--- config.mk ---
export PLATFORM = sky130hd
export DESIGN_NAME = dfi_axi_bridge
export DESIGN_NICKNAME = d
export VERILOG_FILES = /design/src/design/dmc_pkg.sv /design/src/design/dfi_cmd_if.sv /design/src/design/dfi_axi_bridge.sv /design/src/design/axi_txn_issuer.sv /design/src/design/dfi_wrdata_capture.sv /design/src/design/dfi_cmd_decoder.sv /design/src/design/bridge_fifo.sv
export VERILOG_INCLUDE_DIRS = /design/src /design/src/design
export SDC_FILE = /design/constraint.sdc
export NUM_CORES = 1
export LEC_CHECK = 0
export BUFFER_PORTS_ARGS = -buffer_cell sky130_fd_sc_hd__buf_4
export CORE_MARGIN = 3
export CORE_UTILIZATION = 30
export DETAILED_ROUTE_END_ITERATION = 16
export GPL_ROUTABILITY_DRIVEN = 0
export PLACE_DENSITY = 0.58
export SETUP_SLACK_MARGIN = 0.02
export SLEW_MARGIN = 20
export SYNTH_ARGS = -nofsm -noshare
export SYNTH_HDL_FRONTEND = slang
export SYNTH_SLANG_ARGS = --single-unit
--- constraint.sdc ---
create_clock -name dfi_clk_1x_i -period 9.05 [get_ports dfi_clk_1x_i]
set_input_delay 1.3575 -clock dfi_clk_1x_i [delete_from_list [all_inputs] [get_ports dfi_clk_1x_i]]
set_output_delay 1.3575 -clock dfi_clk_1x_i [all_outputs]
set_load 0.01 [all_outputs]
--- src/design/dmc_consts.svh ---
`ifndef DMC_CONSTS_SVH
`define DMC_CONSTS_SVH

// DDR data pins and the DFI beat built from them
`define DQ_WIDTH        16
`define DFI_DATA_WIDTH  (2 * `DQ_WIDTH)
`define DFI_MASK_WIDTH  (`DFI_DATA_WIDTH / 8)

// One AXI word per DFI burst
`define BURST_BEATS     2
`define AXI_DATA_WIDTH  (`DFI_DATA_WIDTH * `BURST_BEATS)
`define AXI_STRB_WIDTH  (`AXI_DATA_WIDTH / 8)
`define AXI_ADDR_WIDTH  32

// DFI command address fields
`define BANK_WIDTH      3
`define NUM_BANKS       (1 << `BANK_WIDTH)
`define ROW_WIDTH       16
`define COL_WIDTH       10

// Byte offset within one AXI word, always zero
`define ADDR_LSB_ZEROS  3

`define QUEUE_DEPTH     4

`endif
--- src/design/dmc_pkg.sv ---
`include "dmc_consts.svh"

package dmc_pkg;

  // Kind of a queued memory request
  typedef enum logic {
    MEM_WRITE = 1'b0,
    MEM_READ  = 1'b1
  } mem_op_e;

  // Request queue entry, op plus AXI byte address
  typedef struct packed {
    mem_op_e                    op;
    logic [`AXI_ADDR_WIDTH-1:0] addr;
  } mem_req_s;

  // Write data queue entry
  typedef struct packed {
    logic [`AXI_DATA_WIDTH-1:0] data;
    logic [`AXI_STRB_WIDTH-1:0] strb;
  } wr_word_s;

endpackage

--- src/design/dfi_cmd_if.sv ---
`timescale 1ns/1ps
`include "dmc_consts.svh"

interface dfi_cmd_if;

  logic [`BANK_WIDTH-1:0] bank;
  logic  [`ROW_WIDTH-1:0] address;
  logic                   cs_n;
  logic                   ras_n;
  logic                   cas_n;
  logic                   we_n;

  modport decoder (input bank, address, cs_n, ras_n, cas_n, we_n);

  modport source (output bank, address, cs_n, ras_n, cas_n, we_n);

endinterface

--- src/design/dfi_axi_bridge.sv ---
`timescale 1ns/1ps
`include "dmc_consts.svh"

module dfi_axi_bridge
  (input                               dfi_clk_1x_i
  ,input                               arst_n_i
  // DFI command
  ,input        [`BANK_WIDTH-1:0]      dfi_bank_i
  ,input        [`ROW_WIDTH-1:0]       dfi_address_i
  ,input                               dfi_cs_n_i
  ,input                               dfi_ras_n_i
  ,input                               dfi_cas_n_i
  ,input                               dfi_we_n_i
  // DFI write and read data
  ,input                               dfi_wrdata_en_i
  ,input        [`DFI_DATA_WIDTH-1:0]  dfi_wrdata_i
  ,input        [`DFI_MASK_WIDTH-1:0]  dfi_wrdata_mask_i
  ,output logic [`DFI_DATA_WIDTH-1:0]  dfi_rddata_o
  ,output logic                        dfi_rddata_valid_o
  // AXI write
  ,output logic [`AXI_ADDR_WIDTH-1:0]  axi_awaddr_o
  ,output logic                        axi_awvalid_o
  ,input                               axi_awready_i
  ,output logic [`AXI_DATA_WIDTH-1:0]  axi_wdata_o
  ,output logic [`AXI_STRB_WIDTH-1:0]  axi_wstrb_o
  ,output logic                        axi_wvalid_o
  ,input                               axi_wready_i
  ,input                               axi_bvalid_i
  ,output logic                        axi_bready_o
  // AXI read
  ,output logic [`AXI_ADDR_WIDTH-1:0]  axi_araddr_o
  ,output logic                        axi_arvalid_o
  ,input                               axi_arready_i
  ,input        [`AXI_DATA_WIDTH-1:0]  axi_rdata_i
  ,input                               axi_rvalid_i
  ,output logic                        axi_rready_o
  // Sticky error
  ,output logic                        error_o
  );

  dmc_pkg::mem_req_s req_in;
  dmc_pkg::mem_req_s req_out;
  dmc_pkg::wr_word_s word_in;
  dmc_pkg::wr_word_s word_out;
  logic              req_push;
  logic              req_pop;
  logic              req_empty;
  logic              req_ovf;
  logic              word_push;
  logic              word_pop;
  logic              word_empty;
  logic              word_ovf;
  logic              closed_bank_err;
  logic              error_q;

  dfi_cmd_if dfi_cmd ();

  assign dfi_cmd.bank    = dfi_bank_i;
  assign dfi_cmd.address = dfi_address_i;
  assign dfi_cmd.cs_n    = dfi_cs_n_i;
  assign dfi_cmd.ras_n   = dfi_ras_n_i;
  assign dfi_cmd.cas_n   = dfi_cas_n_i;
  assign dfi_cmd.we_n    = dfi_we_n_i;

  dfi_cmd_decoder cmd_decoder
    (.clk_i             ( dfi_clk_1x_i    )
    ,.arst_n_i          ( arst_n_i        )
    ,.dfi_cmd           ( dfi_cmd         )
    ,.req_push_o        ( req_push        )
    ,.req_o             ( req_in          )
    ,.closed_bank_err_o ( closed_bank_err ));

  dfi_wrdata_capture wrdata_capture
    (.clk_i         ( dfi_clk_1x_i      )
    ,.arst_n_i      ( arst_n_i          )
    ,.wrdata_en_i   ( dfi_wrdata_en_i   )
    ,.wrdata_i      ( dfi_wrdata_i      )
    ,.wrdata_mask_i ( dfi_wrdata_mask_i )
    ,.word_push_o   ( word_push         )
    ,.word_o        ( word_in           ));

  // DFI side has no back-pressure, so full only shows up as overflow
  bridge_fifo #
    (.payload_t ( dmc_pkg::mem_req_s )
    ,.depth_p   ( `QUEUE_DEPTH       ))
  req_fifo
    (.clk_i      ( dfi_clk_1x_i )
    ,.arst_n_i   ( arst_n_i     )
    ,.push_i     ( req_push     )
    ,.data_i     ( req_in       )
    ,.full_o     (              )
    ,.pop_i      ( req_pop      )
    ,.data_o     ( req_out      )
    ,.empty_o    ( req_empty    )
    ,.overflow_o ( req_ovf      ));

  bridge_fifo #
    (.payload_t ( dmc_pkg::wr_word_s )
    ,.depth_p   ( `QUEUE_DEPTH       ))
  data_fifo
    (.clk_i      ( dfi_clk_1x_i )
    ,.arst_n_i   ( arst_n_i     )
    ,.push_i     ( word_push    )
    ,.data_i     ( word_in      )
    ,.full_o     (              )
    ,.pop_i      ( word_pop     )
    ,.data_o     ( word_out     )
    ,.empty_o    ( word_empty   )
    ,.overflow_o ( word_ovf     ));

  axi_txn_issuer txn_issuer
    (.clk_i        ( dfi_clk_1x_i )
    ,.arst_n_i     ( arst_n_i     )
    ,.req_empty_i  ( req_empty    )
    ,.req_i        ( req_out      )
    ,.req_pop_o    ( req_pop      )
    ,.data_empty_i ( word_empty   )
    ,.data_i       ( word_out     )
    ,.data_pop_o   ( word_pop     )
    ,.axi_awaddr_o
    ,.axi_awvalid_o
    ,.axi_awready_i
    ,.axi_wdata_o
    ,.axi_wstrb_o
    ,.axi_wvalid_o
    ,.axi_wready_i
    ,.axi_bvalid_i
    ,.axi_bready_o
    ,.axi_araddr_o
    ,.axi_arvalid_o
    ,.axi_arready_i
    ,.axi_rdata_i
    ,.axi_rvalid_i
    ,.axi_rready_o
    ,.dfi_rddata_o
    ,.dfi_rddata_valid_o);

  // Held until reset
  always_ff @(posedge dfi_clk_1x_i or negedge arst_n_i) begin
    if (!arst_n_i) begin
      error_q <= 1'b0;
    end else if (closed_bank_err || req_ovf || word_ovf) begin
      error_q <= 1'b1;
    end
  end

  assign error_o = error_q;

endmodule

--- src/design/axi_txn_issuer.sv ---
`timescale 1ns/1ps
`include "dmc_consts.svh"

module axi_txn_issuer
  (input                               clk_i
  ,input                               arst_n_i
  // Request queue
  ,input                               req_empty_i
  ,input  dmc_pkg::mem_req_s           req_i
  ,output logic                        req_pop_o
  // Write data queue
  ,input                               data_empty_i
  ,input  dmc_pkg::wr_word_s           data_i
  ,output logic                        data_pop_o
  // AXI write address and data
  ,output logic [`AXI_ADDR_WIDTH-1:0]  axi_awaddr_o
  ,output logic                        axi_awvalid_o
  ,input                               axi_awready_i
  ,output logic [`AXI_DATA_WIDTH-1:0]  axi_wdata_o
  ,output logic [`AXI_STRB_WIDTH-1:0]  axi_wstrb_o
  ,output logic                        axi_wvalid_o
  ,input                               axi_wready_i
  // AXI write response
  ,input                               axi_bvalid_i
  ,output logic                        axi_bready_o
  // AXI read address and data
  ,output logic [`AXI_ADDR_WIDTH-1:0]  axi_araddr_o
  ,output logic                        axi_arvalid_o
  ,input                               axi_arready_i
  ,input        [`AXI_DATA_WIDTH-1:0]  axi_rdata_i
  ,input                               axi_rvalid_i
  ,output logic                        axi_rready_o
  // Read return to DFI
  ,output logic [`DFI_DATA_WIDTH-1:0]  dfi_rddata_o
  ,output logic                        dfi_rddata_valid_o
  );

  typedef enum logic [2:0] {
    S_IDLE, S_WR_AW_W, S_WR_RESP, S_RD_ADDR, S_RD_DATA, S_RET_LO, S_RET_HI
  } state_e;

  state_e                     state_q;
  logic                       aw_pend_q;
  logic                       w_pend_q;
  logic [`AXI_ADDR_WIDTH-1:0] addr_q;
  logic [`AXI_DATA_WIDTH-1:0] wdata_q;
  logic [`AXI_STRB_WIDTH-1:0] wstrb_q;
  logic [`AXI_DATA_WIDTH-1:0] rdata_q;
  logic                       start_wr;
  logic                       start_rd;
  logic                       aw_done;
  logic                       w_done;

  // Writes need their data word queued too
  assign start_wr = (state_q == S_IDLE) && !req_empty_i
                    && (req_i.op == dmc_pkg::MEM_WRITE) && !data_empty_i;
  assign start_rd = (state_q == S_IDLE) && !req_empty_i
                    && (req_i.op == dmc_pkg::MEM_READ);

  assign req_pop_o  = start_wr || start_rd;
  assign data_pop_o = start_wr;

  assign aw_done = !aw_pend_q || axi_awready_i;
  assign w_done  = !w_pend_q || axi_wready_i;

  always_ff @(posedge clk_i or negedge arst_n_i) begin
    if (!arst_n_i) begin
      state_q   <= S_IDLE;
      aw_pend_q <= 1'b0;
      w_pend_q  <= 1'b0;
    end else begin
      case (state_q)
        S_IDLE: begin
          if (start_wr) begin
            aw_pend_q <= 1'b1;
            w_pend_q  <= 1'b1;
            state_q   <= S_WR_AW_W;
          end else if (start_rd) begin
            state_q <= S_RD_ADDR;
          end
        end
        S_WR_AW_W: begin
          // AW and W channels complete independently
          if (axi_awready_i) aw_pend_q <= 1'b0;
          if (axi_wready_i)  w_pend_q  <= 1'b0;
          if (aw_done && w_done) state_q <= S_WR_RESP;
        end
        S_WR_RESP: if (axi_bvalid_i)  state_q <= S_IDLE;
        S_RD_ADDR: if (axi_arready_i) state_q <= S_RD_DATA;
        S_RD_DATA: if (axi_rvalid_i)  state_q <= S_RET_LO;
        S_RET_LO:  state_q <= S_RET_HI;
        S_RET_HI:  state_q <= S_IDLE;
        default:   state_q <= S_IDLE;
      endcase
    end
  end

  always_ff @(posedge clk_i) begin
    if (start_wr || start_rd) begin
      addr_q <= req_i.addr;
    end
    if (start_wr) begin
      wdata_q <= data_i.data;
      wstrb_q <= data_i.strb;
    end
    if ((state_q == S_RD_DATA) && axi_rvalid_i) begin
      rdata_q <= axi_rdata_i;
    end
  end

  assign axi_awaddr_o  = addr_q;
  assign axi_awvalid_o = aw_pend_q;
  assign axi_wdata_o   = wdata_q;
  assign axi_wstrb_o   = wstrb_q;
  assign axi_wvalid_o  = w_pend_q;
  assign axi_bready_o  = (state_q == S_WR_RESP);
  assign axi_araddr_o  = addr_q;
  assign axi_arvalid_o = (state_q == S_RD_ADDR);
  assign axi_rready_o  = (state_q == S_RD_DATA);

  // Low half first, then high half
  assign dfi_rddata_valid_o = (state_q == S_RET_LO) || (state_q == S_RET_HI);
  assign dfi_rddata_o = (state_q == S_RET_HI) ? rdata_q[`AXI_DATA_WIDTH-1:`DFI_DATA_WIDTH]
                                              : rdata_q[`DFI_DATA_WIDTH-1:0];

  awvalid_hold_a: assert property (@(posedge clk_i) disable iff (!arst_n_i)
    axi_awvalid_o && !axi_awready_i |=> axi_awvalid_o && $stable(axi_awaddr_o))
    else $error("axi_txn_issuer: awvalid dropped before awready");

  arvalid_hold_a: assert property (@(posedge clk_i) disable iff (!arst_n_i)
    axi_arvalid_o && !axi_arready_i |=> axi_arvalid_o && $stable(axi_araddr_o))
    else $error("axi_txn_issuer: arvalid dropped before arready");

endmodule

--- src/design/dfi_wrdata_capture.sv ---
`timescale 1ns/1ps
`include "dmc_consts.svh"

module dfi_wrdata_capture
  (input                               clk_i
  ,input                               arst_n_i
  ,input                               wrdata_en_i
  ,input        [`DFI_DATA_WIDTH-1:0]  wrdata_i
  ,input        [`DFI_MASK_WIDTH-1:0]  wrdata_mask_i
  ,output logic                        word_push_o
  ,output dmc_pkg::wr_word_s           word_o
  );

  logic                       beat_q;
  logic [`DFI_DATA_WIDTH-1:0] half_data_q;
  logic [`DFI_MASK_WIDTH-1:0] half_strb_q;

  always_ff @(posedge clk_i or negedge arst_n_i) begin
    if (!arst_n_i) begin
      beat_q      <= 1'b0;
      word_push_o <= 1'b0;
    end else begin
      if (wrdata_en_i) begin
        beat_q <= !beat_q;
      end
      word_push_o <= wrdata_en_i && beat_q;
    end
  end

  // Mask bit set means byte not written
  always_ff @(posedge clk_i) begin
    if (wrdata_en_i && !beat_q) begin
      half_data_q <= wrdata_i;
      half_strb_q <= ~wrdata_mask_i;
    end
    if (wrdata_en_i && beat_q) begin
      word_o.data <= {wrdata_i, half_data_q};
      word_o.strb <= {~wrdata_mask_i, half_strb_q};
    end
  end

endmodule

--- src/design/dfi_cmd_decoder.sv ---
`timescale 1ns/1ps
`include "dmc_consts.svh"

module dfi_cmd_decoder
  (input                         clk_i
  ,input                         arst_n_i
  ,dfi_cmd_if.decoder            dfi_cmd
  ,output logic                  req_push_o
  ,output dmc_pkg::mem_req_s     req_o
  ,output logic                  closed_bank_err_o
  );

  logic   [`ROW_WIDTH-1:0] row_q [`NUM_BANKS];
  logic   [`NUM_BANKS-1:0] open_q;
  logic  [`BANK_WIDTH-1:0] bank;
  logic   [`COL_WIDTH-1:0] col;
  logic                    cmd_act;
  logic                    cmd_pre;
  logic                    cmd_wr;
  logic                    cmd_rd;
  logic                    bank_open;

  assign bank = dfi_cmd.bank;
  assign col  = dfi_cmd.address[`COL_WIDTH-1:0];

  // Refresh, ZQ and self-refresh fall through all four patterns
  assign cmd_act = !dfi_cmd.cs_n && !dfi_cmd.ras_n &&  dfi_cmd.cas_n &&  dfi_cmd.we_n;
  assign cmd_pre = !dfi_cmd.cs_n && !dfi_cmd.ras_n &&  dfi_cmd.cas_n && !dfi_cmd.we_n;
  assign cmd_wr  = !dfi_cmd.cs_n &&  dfi_cmd.ras_n && !dfi_cmd.cas_n && !dfi_cmd.we_n;
  assign cmd_rd  = !dfi_cmd.cs_n &&  dfi_cmd.ras_n && !dfi_cmd.cas_n &&  dfi_cmd.we_n;

  assign bank_open = open_q[bank];

  always_ff @(posedge clk_i or negedge arst_n_i) begin
    if (!arst_n_i) begin
      open_q            <= '0;
      req_push_o        <= 1'b0;
      closed_bank_err_o <= 1'b0;
    end else begin
      if (cmd_act) begin
        open_q[bank] <= 1'b1;
      end else if (cmd_pre) begin
        open_q[bank] <= 1'b0;
      end
      req_push_o        <= (cmd_wr || cmd_rd) && bank_open;
      closed_bank_err_o <= (cmd_wr || cmd_rd) && !bank_open;
    end
  end

  always_ff @(posedge clk_i) begin
    if (cmd_act) begin
      row_q[bank] <= dfi_cmd.address;
    end
  end

  // Row, bank, column, then the byte offset
  always_ff @(posedge clk_i) begin
    if (cmd_wr || cmd_rd) begin
      req_o.op   <= cmd_rd ? dmc_pkg::MEM_READ : dmc_pkg::MEM_WRITE;
      req_o.addr <= {row_q[bank], bank, col, {`ADDR_LSB_ZEROS{1'b0}}};
    end
  end

  // Controller keeps tRCD, so a column command never follows ACT directly
  act_to_cas_a: assert property (@(posedge clk_i) disable iff (!arst_n_i)
    cmd_act |=> !((cmd_wr || cmd_rd) && (dfi_cmd.bank == $past(dfi_cmd.bank))))
    else $error("dfi_cmd_decoder: WR/RD on the cycle after ACT to bank %0d", bank);

endmodule

--- src/design/bridge_fifo.sv ---
`timescale 1ns/1ps

module bridge_fifo
 #(parameter type payload_t = logic
  ,parameter int  depth_p   = 4)
  (input                   clk_i
  ,input                   arst_n_i
  ,input                   push_i
  ,input  payload_t        data_i
  ,output logic            full_o
  ,input                   pop_i
  ,output payload_t        data_o
  ,output logic            empty_o
  ,output logic            overflow_o
  );

  localparam int ptr_width_lp   = (depth_p > 1) ? $clog2(depth_p) : 1;
  localparam int count_width_lp = $clog2(depth_p + 1);

  payload_t                  mem_q [depth_p];
  logic   [ptr_width_lp-1:0] wr_ptr_q;
  logic   [ptr_width_lp-1:0] rd_ptr_q;
  logic [count_width_lp-1:0] count_q;
  logic                      do_push;
  logic                      do_pop;

  assign full_o     = (count_q == count_width_lp'(depth_p));
  assign empty_o    = (count_q == '0);
  assign do_push    = push_i && !full_o;
  assign do_pop     = pop_i && !empty_o;
  // A push into a full queue is lost
  assign overflow_o = push_i && full_o;
  assign data_o     = mem_q[rd_ptr_q];

  always_ff @(posedge clk_i or negedge arst_n_i) begin
    if (!arst_n_i) begin
      wr_ptr_q <= '0;
      rd_ptr_q <= '0;
      count_q  <= '0;
    end else begin
      if (do_push) begin
        wr_ptr_q <= (wr_ptr_q == ptr_width_lp'(depth_p - 1)) ? '0 : wr_ptr_q + 1'b1;
      end
      if (do_pop) begin
        rd_ptr_q <= (rd_ptr_q == ptr_width_lp'(depth_p - 1)) ? '0 : rd_ptr_q + 1'b1;
      end
      case ({do_push, do_pop})
        2'b10:   count_q <= count_q + 1'b1;
        2'b01:   count_q <= count_q - 1'b1;
        default: count_q <= count_q;
      endcase
    end
  end

  always_ff @(posedge clk_i) begin
    if (do_push) begin
      mem_q[wr_ptr_q] <= data_i;
    end
  end

  // Consumer must look at empty before popping
  pop_not_empty_a: assert property (@(posedge clk_i) disable iff (!arst_n_i)
    pop_i |-> !empty_o)
    else $error("bridge_fifo: pop while empty");

endmodule

==> metrics.txt, run 1 <==
# TYPE chip_impl_metric gauge
chip_impl_metric{name="grt_util_all_layers",unit="%"} 11.9
chip_impl_metric{name="critPathBufInv",unit=""} 3
chip_impl_metric{name="final.setup.tns",unit="ns"} 0
chip_impl_metric{name="wire_length_of_the_first_global_routing_pass",unit="um"} 95600
chip_impl_info{name="hold_path_class",value="register to register"} 1
chip_impl_info{name="post-synth-top-count-cell",value="sky130_fd_sc_hd__edfxtp_1"} 1
chip_impl_metric{name="ctsResizeCount",unit=""} 0
chip_impl_metric{name="achievable-frequency",unit="MHz"} 265
chip_impl_metric{name="post_cts_hold_buffer_count",unit=""} 0
chip_impl_metric{name="core.rowCount",unit=""} 117
chip_impl_metric{name="total_cts_buffers",unit=""} 91
chip_impl_metric{name="synth_enable_flop_cells",unit=""} 839
chip_impl_metric{name="pin_count_of_the_biggest_net_entering_global_routing",unit=""} 65
chip_impl_metric{name="ir_worst_vdd",unit="uV"} 154
chip_impl_metric{name="die_height",unit="um"} 328
chip_impl_metric{name="async_flop_share",unit="%"} 3.67
chip_impl_metric{name="routed_wire_length_per_instance",unit="um"} 20.8
chip_impl_metric{name="synth.ff_latch_count",unit=""} 871
chip_impl_info{name="synth_top_family_by_area",value="multiplexers"} 1
chip_impl_metric{name="antenna_left",unit=""} 0
chip_impl_metric{name="core_region_area",unit="mm^2"} 0.102
chip_impl_info{name="synthDominantAreaCellType",value="sky130_fd_sc_hd__edfxtp_1"} 1
chip_impl_metric{name="nNetsFinal",unit=""} 1803
chip_impl_metric{name="area.sequential",unit="mm^2"} 0.0260
chip_impl_info{name="cts_tree",value="yes"} 1
chip_impl_metric{name="muxShareOfSynthArea",unit="%"} 11.3
chip_impl_metric{name="synth.cell_area",unit="mm^2"} 0.0311
chip_impl_metric{name="final_layout_size_suffix_gt1_share",unit="%"} 37.8
chip_impl_info{name="crit_top_cell",value="sky130_fd_sc_hd__buf_4"} 1
chip_impl_metric{name="drt_pre_antenna_iters",unit=""} 5
chip_impl_info{name="status",value="finished, final reports clean"} 1
chip_impl_metric{name="route.vias.total",unit=""} 13665
chip_impl_metric{name="clkTransAtPathRegs",unit="ns"} 0.06
chip_impl_metric{name="ys_seq_area_share",unit="%"} 83.5
chip_impl_metric{name="grt_pass1_vias",unit=""} 14604
chip_impl_metric{name="cp.required",unit="ns"} 7.69
chip_impl_metric{name="fin_crit_sh",unit="%"} 41.8
chip_impl_info{name="critical-path-slowest-cell",value="sky130_fd_sc_hd__dfrtp_1"} 1
chip_impl_info{name="cpLargestDelayFamily",value="buffers and inverters"} 1
chip_impl_metric{name="final.fill_count",unit=""} 9218
chip_impl_metric{name="yosys_warnings",unit=""} 0
chip_impl_info{name="unrepaired_setup_endpoints_after_global_routing",value="no"} 1
chip_impl_metric{name="detailedPlacementHpwl",unit="um"} 39000
chip_impl_info{name="yosys-top-cells-area",value="sky130_fd_sc_hd__edfxtp_1, sky130_fd_sc_hd__mux4_2, sky130_fd_sc_hd__dfrtp_1, sky130_fd_sc_hd__mux2_2, sky130_fd_sc_hd__buf_4"} 1
chip_impl_metric{name="synth_compound_area_share",unit="%"} 1.01
chip_impl_metric{name="cp_data_arrival_time",unit="ns"} 2.42
chip_impl_metric{name="place.port_buffers",unit=""} 299
chip_impl_info{name="endpoint_kind",value="output port"} 1
chip_impl_info{name="ys.flop_type",value="sky130_fd_sc_hd__edfxtp_1"} 1
chip_impl_metric{name="avgViaCountPerCell",unit=""} 4.41
chip_impl_metric{name="static-leakage-power",unit="nW"} 12.6
chip_impl_metric{name="critPathMaxFanout",unit=""} 32
chip_impl_metric{name="yosysTopAreaCellShare",unit="%"} 81.0
chip_impl_metric{name="worst_path_largest_cell_delay",unit="ns"} 0.51
chip_impl_metric{name="final_hold_viol_count",unit=""} 0
chip_impl_metric{name="routed_wirelength",unit="um"} 64500
chip_impl_metric{name="clkLatencyLatePin",unit="ns"} 0.65
chip_impl_metric{name="synthAdderAreaFrac",unit="%"} 0.611
chip_impl_metric{name="multi_input_comb_area",unit="mm^2"} 0.00463
chip_impl_metric{name="cts.htree.levels",unit=""} 3
chip_impl_metric{name="max-clock-path-buffers",unit=""} 3
chip_impl_metric{name="worst_slew_margin_rel",unit="%"} 36.5
chip_impl_info{name="most_used_standard_cells_in_the_synthesized_netlist",value="sky130_fd_sc_hd__edfxtp_1, sky130_fd_sc_hd__mux4_2, sky130_fd_sc_hd__mux2_2, sky130_fd_sc_hd__buf_4, sky130_fd_sc_hd__dfrtp_1"} 1
chip_impl_metric{name="gr-total-overflow",unit=""} 0
chip_impl_metric{name="layout_min_cycle_time",unit="ns"} 3.78
chip_impl_metric{name="max-cap-violations",unit=""} 0
chip_impl_info{name="kind_of_start_point_of_the_critical_path",value="register"} 1
chip_impl_metric{name="drt_iter0_drc",unit=""} 919
chip_impl_metric{name="io_pins",unit=""} 306
chip_impl_metric{name="finalSetupViolCount",unit=""} 0
chip_impl_metric{name="synth-simple-area-share",unit="%"} 1.48
chip_impl_metric{name="cts_sinks",unit=""} 871
chip_impl_metric{name="finClkSkew",unit="ns"} 0.0186
chip_impl_metric{name="yosysUniqueCellTypes",unit=""} 46
chip_impl_metric{name="worstMarginPinSlew",unit="ns"} 0.952
chip_impl_metric{name="syn-mean-instance-area",unit="um^2"} 23.6
chip_impl_metric{name="synth-xor-area-share",unit="%"} 0.225
chip_impl_info{name="root_buffer",value="sky130_fd_sc_hd__clkbuf_16"} 1
chip_impl_info{name="path_class",value="register to output port"} 1
chip_impl_metric{name="p_per_area",unit="mW/mm^2"} 293
chip_impl_metric{name="post_dp_cell_area",unit="mm^2"} 0.0348
chip_impl_metric{name="fp.dieArea",unit="mm^2"} 0.108
chip_impl_metric{name="antenna_found_initial",unit=""} 3
chip_impl_metric{name="final_max_slew_viol_count",unit=""} 0
chip_impl_metric{name="number_of_instances_in_the_synthesized_netlist",unit=""} 1317
chip_impl_info{name="timing.critical_path.cells",value="inv_1, nand3_1, buf_4, mux2_2, buf_4"} 1
chip_impl_metric{name="initial_utilization",unit="%"} 30.4
chip_impl_metric{name="drt_drc_violations_left",unit=""} 0
chip_impl_metric{name="area_growth_syn_to_layout",unit="%"} 21.5
chip_impl_metric{name="floorplan.die.width",unit="um"} 328
chip_impl_metric{name="final_cell_area",unit="mm^2"} 0.0378
chip_impl_metric{name="post-cts-setup-buffers",unit=""} 0
==> worst register-to-register path, stage by stage (launching register included) <==
cell and delay, ns:
sky130_fd_sc_hd__dfrtp_2 0.34, sky130_fd_sc_hd__buf_4 0.52, sky130_fd_sc_hd__mux4_2 0.65, sky130_fd_sc_hd__and4b_4 0.85, sky130_fd_sc_hd__ha_1 0.31, sky130_fd_sc_hd__inv_1 0.06, sky130_fd_sc_hd__fa_1 0.38, sky130_fd_sc_hd__xor2_1 0.15
sky130_fd_sc_hd__nor2_1 0.12, sky130_fd_sc_hd__xor2_1 0.15
==> layout by cell type (no fill, tap or decap), types with 13 or more instances in the layout <==
cell,n
sky130_fd_sc_hd__clkinv_2,13
sky130_fd_sc_hd__dfrtp_1,28
sky130_fd_sc_hd__clkinv_1,15
sky130_fd_sc_hd__buf_4,322
sky130_fd_sc_hd__edfxtp_1,839
sky130_fd_sc_hd__clkbuf_1,18
sky130_fd_sc_hd__inv_1,22
sky130_fd_sc_hd__mux4_2,128
sky130_fd_sc_hd__nor2_1,27
sky130_fd_sc_hd__mux2_2,49
sky130_fd_sc_hd__clkbuf_16,91
sky130_fd_sc_hd__nand2_1,20
==> worst paths after layout <==
kind                                           startpoint                         to  slack [ns]  cells after the start
min reg2reg                wrdata_capture.half_data_q[18]  wrdata_capture.word_o[26]        0.41                      0
max reg2reg                          req_fifo.rd_ptr_q[0]       data_fifo.count_q[2]        5.46                      9
min in group asynchronous                        arst_n_i      data_fifo.wr_ptr_q[0]        0.69                      1
max                                 txn_issuer.state_q[0]            dfi_rddata_o[5]        5.27                      5
max in group asynchronous                        arst_n_i      data_fifo.rd_ptr_q[1]        7.92                      1
min                        wrdata_capture.half_data_q[18]  wrdata_capture.word_o[26]        0.41                      0
==> cell families (layout without fill, tap and decap cells) <==
| family | after synthesis | count (layout) |
|---|---|---|
| xor gates and xnor gates | 8 | 8 |
| DFF | 871 | 871 |
| AOI/OAI and AO/OA | 44 | 44 |
| muxes | 185 | 185 |
| other | 1 | 7 |
| adders and majority gates | 14 | 14 |
| buffers and inverters | 101 | 509 |
| and+or+nand+nor | 93 | 93 |
==> stage by stage <==
| stage | total power [mW] | util [%] | worst slack [ns] | instances | hold WS (ns) |
|---|---|---|---|---|---|
| 2_1_floorplan | 6.69 | - | 4.87 | 1322 | 0.400 |
| 6_report | 11.1 | 36.9 | 5.27 | 3099 | 0.414 |
| 4_1_cts | 11.3 | 36.9 | 5.18 | 3098 | 0.407 |
| 3_3_place_gp | 7.48 | 34.1 | 5.29 | 2933 | 0.405 |
| 3_5_place_dp | 7.53 | 34.1 | 5.27 | 2933 | 0.405 |
| 5_1_grt | 11.6 | 36.9 | 5.04 | 3098 | 0.421 |
==> final cells by class <==
| class | instances | area share [%] |
|---|---|---|
| Antenna cell | 1 | 0.00662 |
| Clock buffer | 111 | 6.28 |
| Clock inverter | 54 | 1.55 |
| Inverter | 22 | 0.218 |
| Multi-Input combinational cell | 350 | 12.2 |
| Sequential cell | 871 | 68.8 |
| Tap cell | 1368 | 4.53 |
| Timing Repair Buffer | 322 | 6.39 |
==> layer usage <==
metal  up-vias  GRT usage, %  share of wire, %
met5         -             0             0.040
met2       378          19.5                49
li1       6030             -                 -
met3       105          2.83               5.9
met1      7148          15.5                43
met4         4          3.99               2.3
==> power breakdown <==
group | switching, mW | internal [mW]
sequential | 0.334 | 5.17
clock | 1.53 | 2.16
combinational | 0.978 | 0.889
total | 2.84 | 8.22
==> flip-flops by register name, indices dropped and copies added (netlist names), 3 cells and up, named ones only <==
signal / flops
data_fifo.mem_q: 288
txn_issuer.rdata_q: 64
cmd_decoder.row_q: 128
txn_issuer.state_q: 3
req_fifo.count_q: 3
req_fifo.mem_q: 120
txn_issuer.axi_araddr_o: 29
wrdata_capture.half_data_q: 32
data_fifo.count_q: 3
wrdata_capture.half_strb_q: 4
txn_issuer.axi_wdata_o: 64
cmd_decoder.req_o: 30
wrdata_capture.word_o: 72
txn_issuer.axi_wstrb_o: 8
Note: power is estimated with default switching activity, not from simulation.
==> run 2: changes to the inputs <==
PLACE_DENSITY = 0.6   (was 0.58)
clock period = 3.42 ns   (was 9.05 ns; I/O delays follow)
==> metrics.txt, run 2 (same netlist as run 1, synthesis figures left out) <==
# TYPE chip_impl_metric gauge
chip_impl_info{name="endpoint_kind",value="output port"} 1
chip_impl_metric{name="global_routing_usage_on_met2",unit="%"} 20.1
chip_impl_info{name="regMostFlops",value="data_fifo.mem_q"} 1
chip_impl_metric{name="die_height",unit="um"} 328
chip_impl_info{name="root_buffer",value="sky130_fd_sc_hd__clkbuf_16"} 1
chip_impl_metric{name="antenna_left",unit=""} 0
chip_impl_info{name="critical_path.startpoint",value="txn_issuer.state_q[0]"} 1
chip_impl_metric{name="core.rowCount",unit=""} 117
chip_impl_metric{name="p_per_area",unit="mW/mm^2"} 754
chip_impl_info{name="layout.cells.most_common",value="sky130_fd_sc_hd__edfxtp_1"} 1
chip_impl_metric{name="clkLatencyLatePin",unit="ns"} 0.65
chip_impl_info{name="layout.cells.most_common_list",value="sky130_fd_sc_hd__edfxtp_1, sky130_fd_sc_hd__buf_4, sky130_fd_sc_hd__mux4_2"} 1
chip_impl_metric{name="pin_count_of_the_biggest_net_entering_global_routing",unit=""} 78
chip_impl_metric{name="routed_wire_length_per_instance",unit="um"} 20.1
chip_impl_metric{name="detailedPlacementHpwl",unit="um"} 39100
chip_impl_metric{name="cts_sinks",unit=""} 871
chip_impl_info{name="path_class",value="register to output port"} 1
chip_impl_info{name="kind_of_start_point_of_the_critical_path",value="register"} 1
chip_impl_metric{name="final.fill_count",unit=""} 9109
chip_impl_metric{name="achievable-frequency",unit="MHz"} 343
chip_impl_metric{name="fin_crit_sh",unit="%"} 85.3
chip_impl_metric{name="final_max_slew_viol_count",unit=""} 0
chip_impl_metric{name="layout_min_cycle_time",unit="ns"} 2.92
chip_impl_metric{name="max-clock-path-buffers",unit=""} 3
chip_impl_metric{name="use_met1",unit="%"} 15.4
chip_impl_metric{name="total_cts_buffers",unit=""} 90
chip_impl_metric{name="nNetsFinal",unit=""} 1895
chip_impl_metric{name="final.setup.tns",unit="ns"} 0
chip_impl_metric{name="avgViaCountPerCell",unit=""} 4.35
chip_impl_metric{name="drt_drc_violations_left",unit=""} 0
chip_impl_metric{name="final_layout_size_suffix_gt1_share",unit="%"} 36.2
chip_impl_metric{name="drt_iter0_drc",unit=""} 847
chip_impl_metric{name="drt_pre_antenna_iters",unit=""} 4
chip_impl_metric{name="final_hold_viol_count",unit=""} 0
chip_impl_metric{name="grt_util_all_layers",unit="%"} 11.8
chip_impl_info{name="cts_tree",value="yes"} 1
chip_impl_metric{name="worstMarginPinSlew",unit="ns"} 0.790
chip_impl_metric{name="max-cap-violations",unit=""} 0
chip_impl_info{name="critical_path.reg2reg.startpoint",value="req_fifo.rd_ptr_q[0]"} 1
chip_impl_metric{name="global_routing_usage_on_met3",unit="%"} 2.40
chip_impl_metric{name="critPathMaxFanout",unit=""} 32
chip_impl_metric{name="io_pins",unit=""} 306
chip_impl_metric{name="largest_register_ffs",unit=""} 288
chip_impl_info{name="unrepaired_setup_endpoints_after_global_routing",value="no"} 1
chip_impl_metric{name="cp_data_arrival_time",unit="ns"} 2.40
chip_impl_info{name="gr-max-usage-layer",value="met2"} 1
chip_impl_metric{name="clkTransAtPathRegs",unit="ns"} 0.06
chip_impl_metric{name="gr-total-overflow",unit=""} 0
chip_impl_metric{name="place.port_buffers",unit=""} 299
chip_impl_metric{name="worst_slew_margin_rel",unit="%"} 47.4
chip_impl_metric{name="wire_length_of_the_first_global_routing_pass",unit="um"} 95600
chip_impl_metric{name="static-leakage-power",unit="nW"} 13.0
chip_impl_metric{name="ir_worst_vdd",unit="uV"} 407
chip_impl_metric{name="route.vias.total",unit=""} 13890
chip_impl_metric{name="util_after_layout",unit="%"} 37.9
chip_impl_metric{name="finalSetupViolCount",unit=""} 0
chip_impl_metric{name="routed_wirelength",unit="um"} 64200
chip_impl_metric{name="finClkSkew",unit="ns"} 0.0195
chip_impl_info{name="hold_start",value="axi_rdata_i[30]"} 1
chip_impl_metric{name="fp.dieArea",unit="mm^2"} 0.108
chip_impl_info{name="largestRegisters",value="data_fifo.mem_q x288, cmd_decoder.row_q x128, req_fifo.mem_q x120"} 1
chip_impl_info{name="status",value="finished, final reports clean"} 1
chip_impl_info{name="hold_path_class",value="input pin to register"} 1
chip_impl_metric{name="cts.htree.levels",unit=""} 3
chip_impl_metric{name="place_worst_setup_slack",unit="ns"} 0.778
chip_impl_metric{name="floorplan.die.width",unit="um"} 328
chip_impl_metric{name="grt_pass1_vias",unit=""} 14936
chip_impl_metric{name="hold-worst-slack",unit="ns"} 0.0691
chip_impl_metric{name="antenna_found_initial",unit=""} 3
chip_impl_metric{name="cp.required",unit="ns"} 2.91
chip_impl_metric{name="core_region_area",unit="mm^2"} 0.102
chip_impl_metric{name="setup_slack",unit="ns"} 0.502
chip_impl_metric{name="area_growth_syn_to_layout",unit="%"} 24.5
chip_impl_metric{name="p_total",unit="mW"} 29.2
chip_impl_metric{name="initial_utilization",unit="%"} 30.4
-- run 2: cell count changes in the layout (fill, tap and decap cells not counted), sizes merged --
| cell | delta |
|---|---|
| inv | -2 |
| clkbuf | -4 |
| clkinv | +12 |
| bufinv | -3 |
| buf | +14 |
| clkinvlp | +1 |
| dlygate4sd3 | +79 |
-- run 2: power by group --
group | total [mW] | switching (mW) | internal, mW
Sequential | 14.5 | 0.844 | 13.7
Clock | 9.50 | 4.06 | 5.43
Combinational | 5.20 | 2.67 | 2.53
Total | 29.2 | 7.58 | 21.6
-- run 2: worst paths after layout --
| check | end | slack, ns | cells past startpoint |
|---|---|---|---|
| setup / recovery | dfi_rddata_o[17] | 0.50 | 4 |
| hold / removal | txn_issuer.rdata_q[30] | 0.07 | 1 |
| setup reg to reg | data_fifo.count_q[2] | 0.97 | 8 |
| hold reg to reg | wrdata_capture.word_o[16] | 0.42 | 0 |
| max in group asynchronous | data_fifo.rd_ptr_q[0] | 2.66 | 2 |
| min in group asynchronous | txn_issuer.axi_awvalid_o | 0.39 | 2 |
-- run 2: critical path, cell delays in order (launching register included) --
cell and delay [ns]:
sky130_fd_sc_hd__dfrtp_1 0.48, sky130_fd_sc_hd__inv_1 0.23, sky130_fd_sc_hd__nand3_4 0.42, sky130_fd_sc_hd__mux2_2 0.45, sky130_fd_sc_hd__buf_4 0.15
-- run 2: area by class of cell --
class	instances	area, um^2	area share (%)
inverter	22	82.6	0.213
multi-input combinational	350	4640	12.0
tap	1368	1710	4.42
clock inverter	62	586	1.51
antenna	1	2.50	0.00646
sequential	871	26000	67.1
timing repair buffer	415	3410	8.81
clock buffer	107	2320	5.98
-- run 2: metal layers --
| layer | routed length (um) | share of wire, % |
|---|---|---|
| met1 | 27500 | 43 |
| met2 | 32400 | 51 |
| met3 | 3140 | 4.9 |
| met4 | 1120 | 1.7 |
| met5 | 13 | 0.020 |
-- run 2: repair_timing --
action                                  4_1_cts  5_1_grt
buffers inserted                              0        0
gates resized for setup                       0        1
hold endpoints to repair                    129        0
endpoints found under the setup margin        0       32
hold buffers                                 79        0
-- run 2: through the flow --
step | std cells | instance area (um^2)
4_1_cts | 3195 | 38700
2_1_floorplan | 1322 | 31100
3_5_place_dp | 2947 | 35000
6_report | 3196 | 38700
3_3_place_gp | 2947 | 35000
5_1_grt | 3195 | 38700
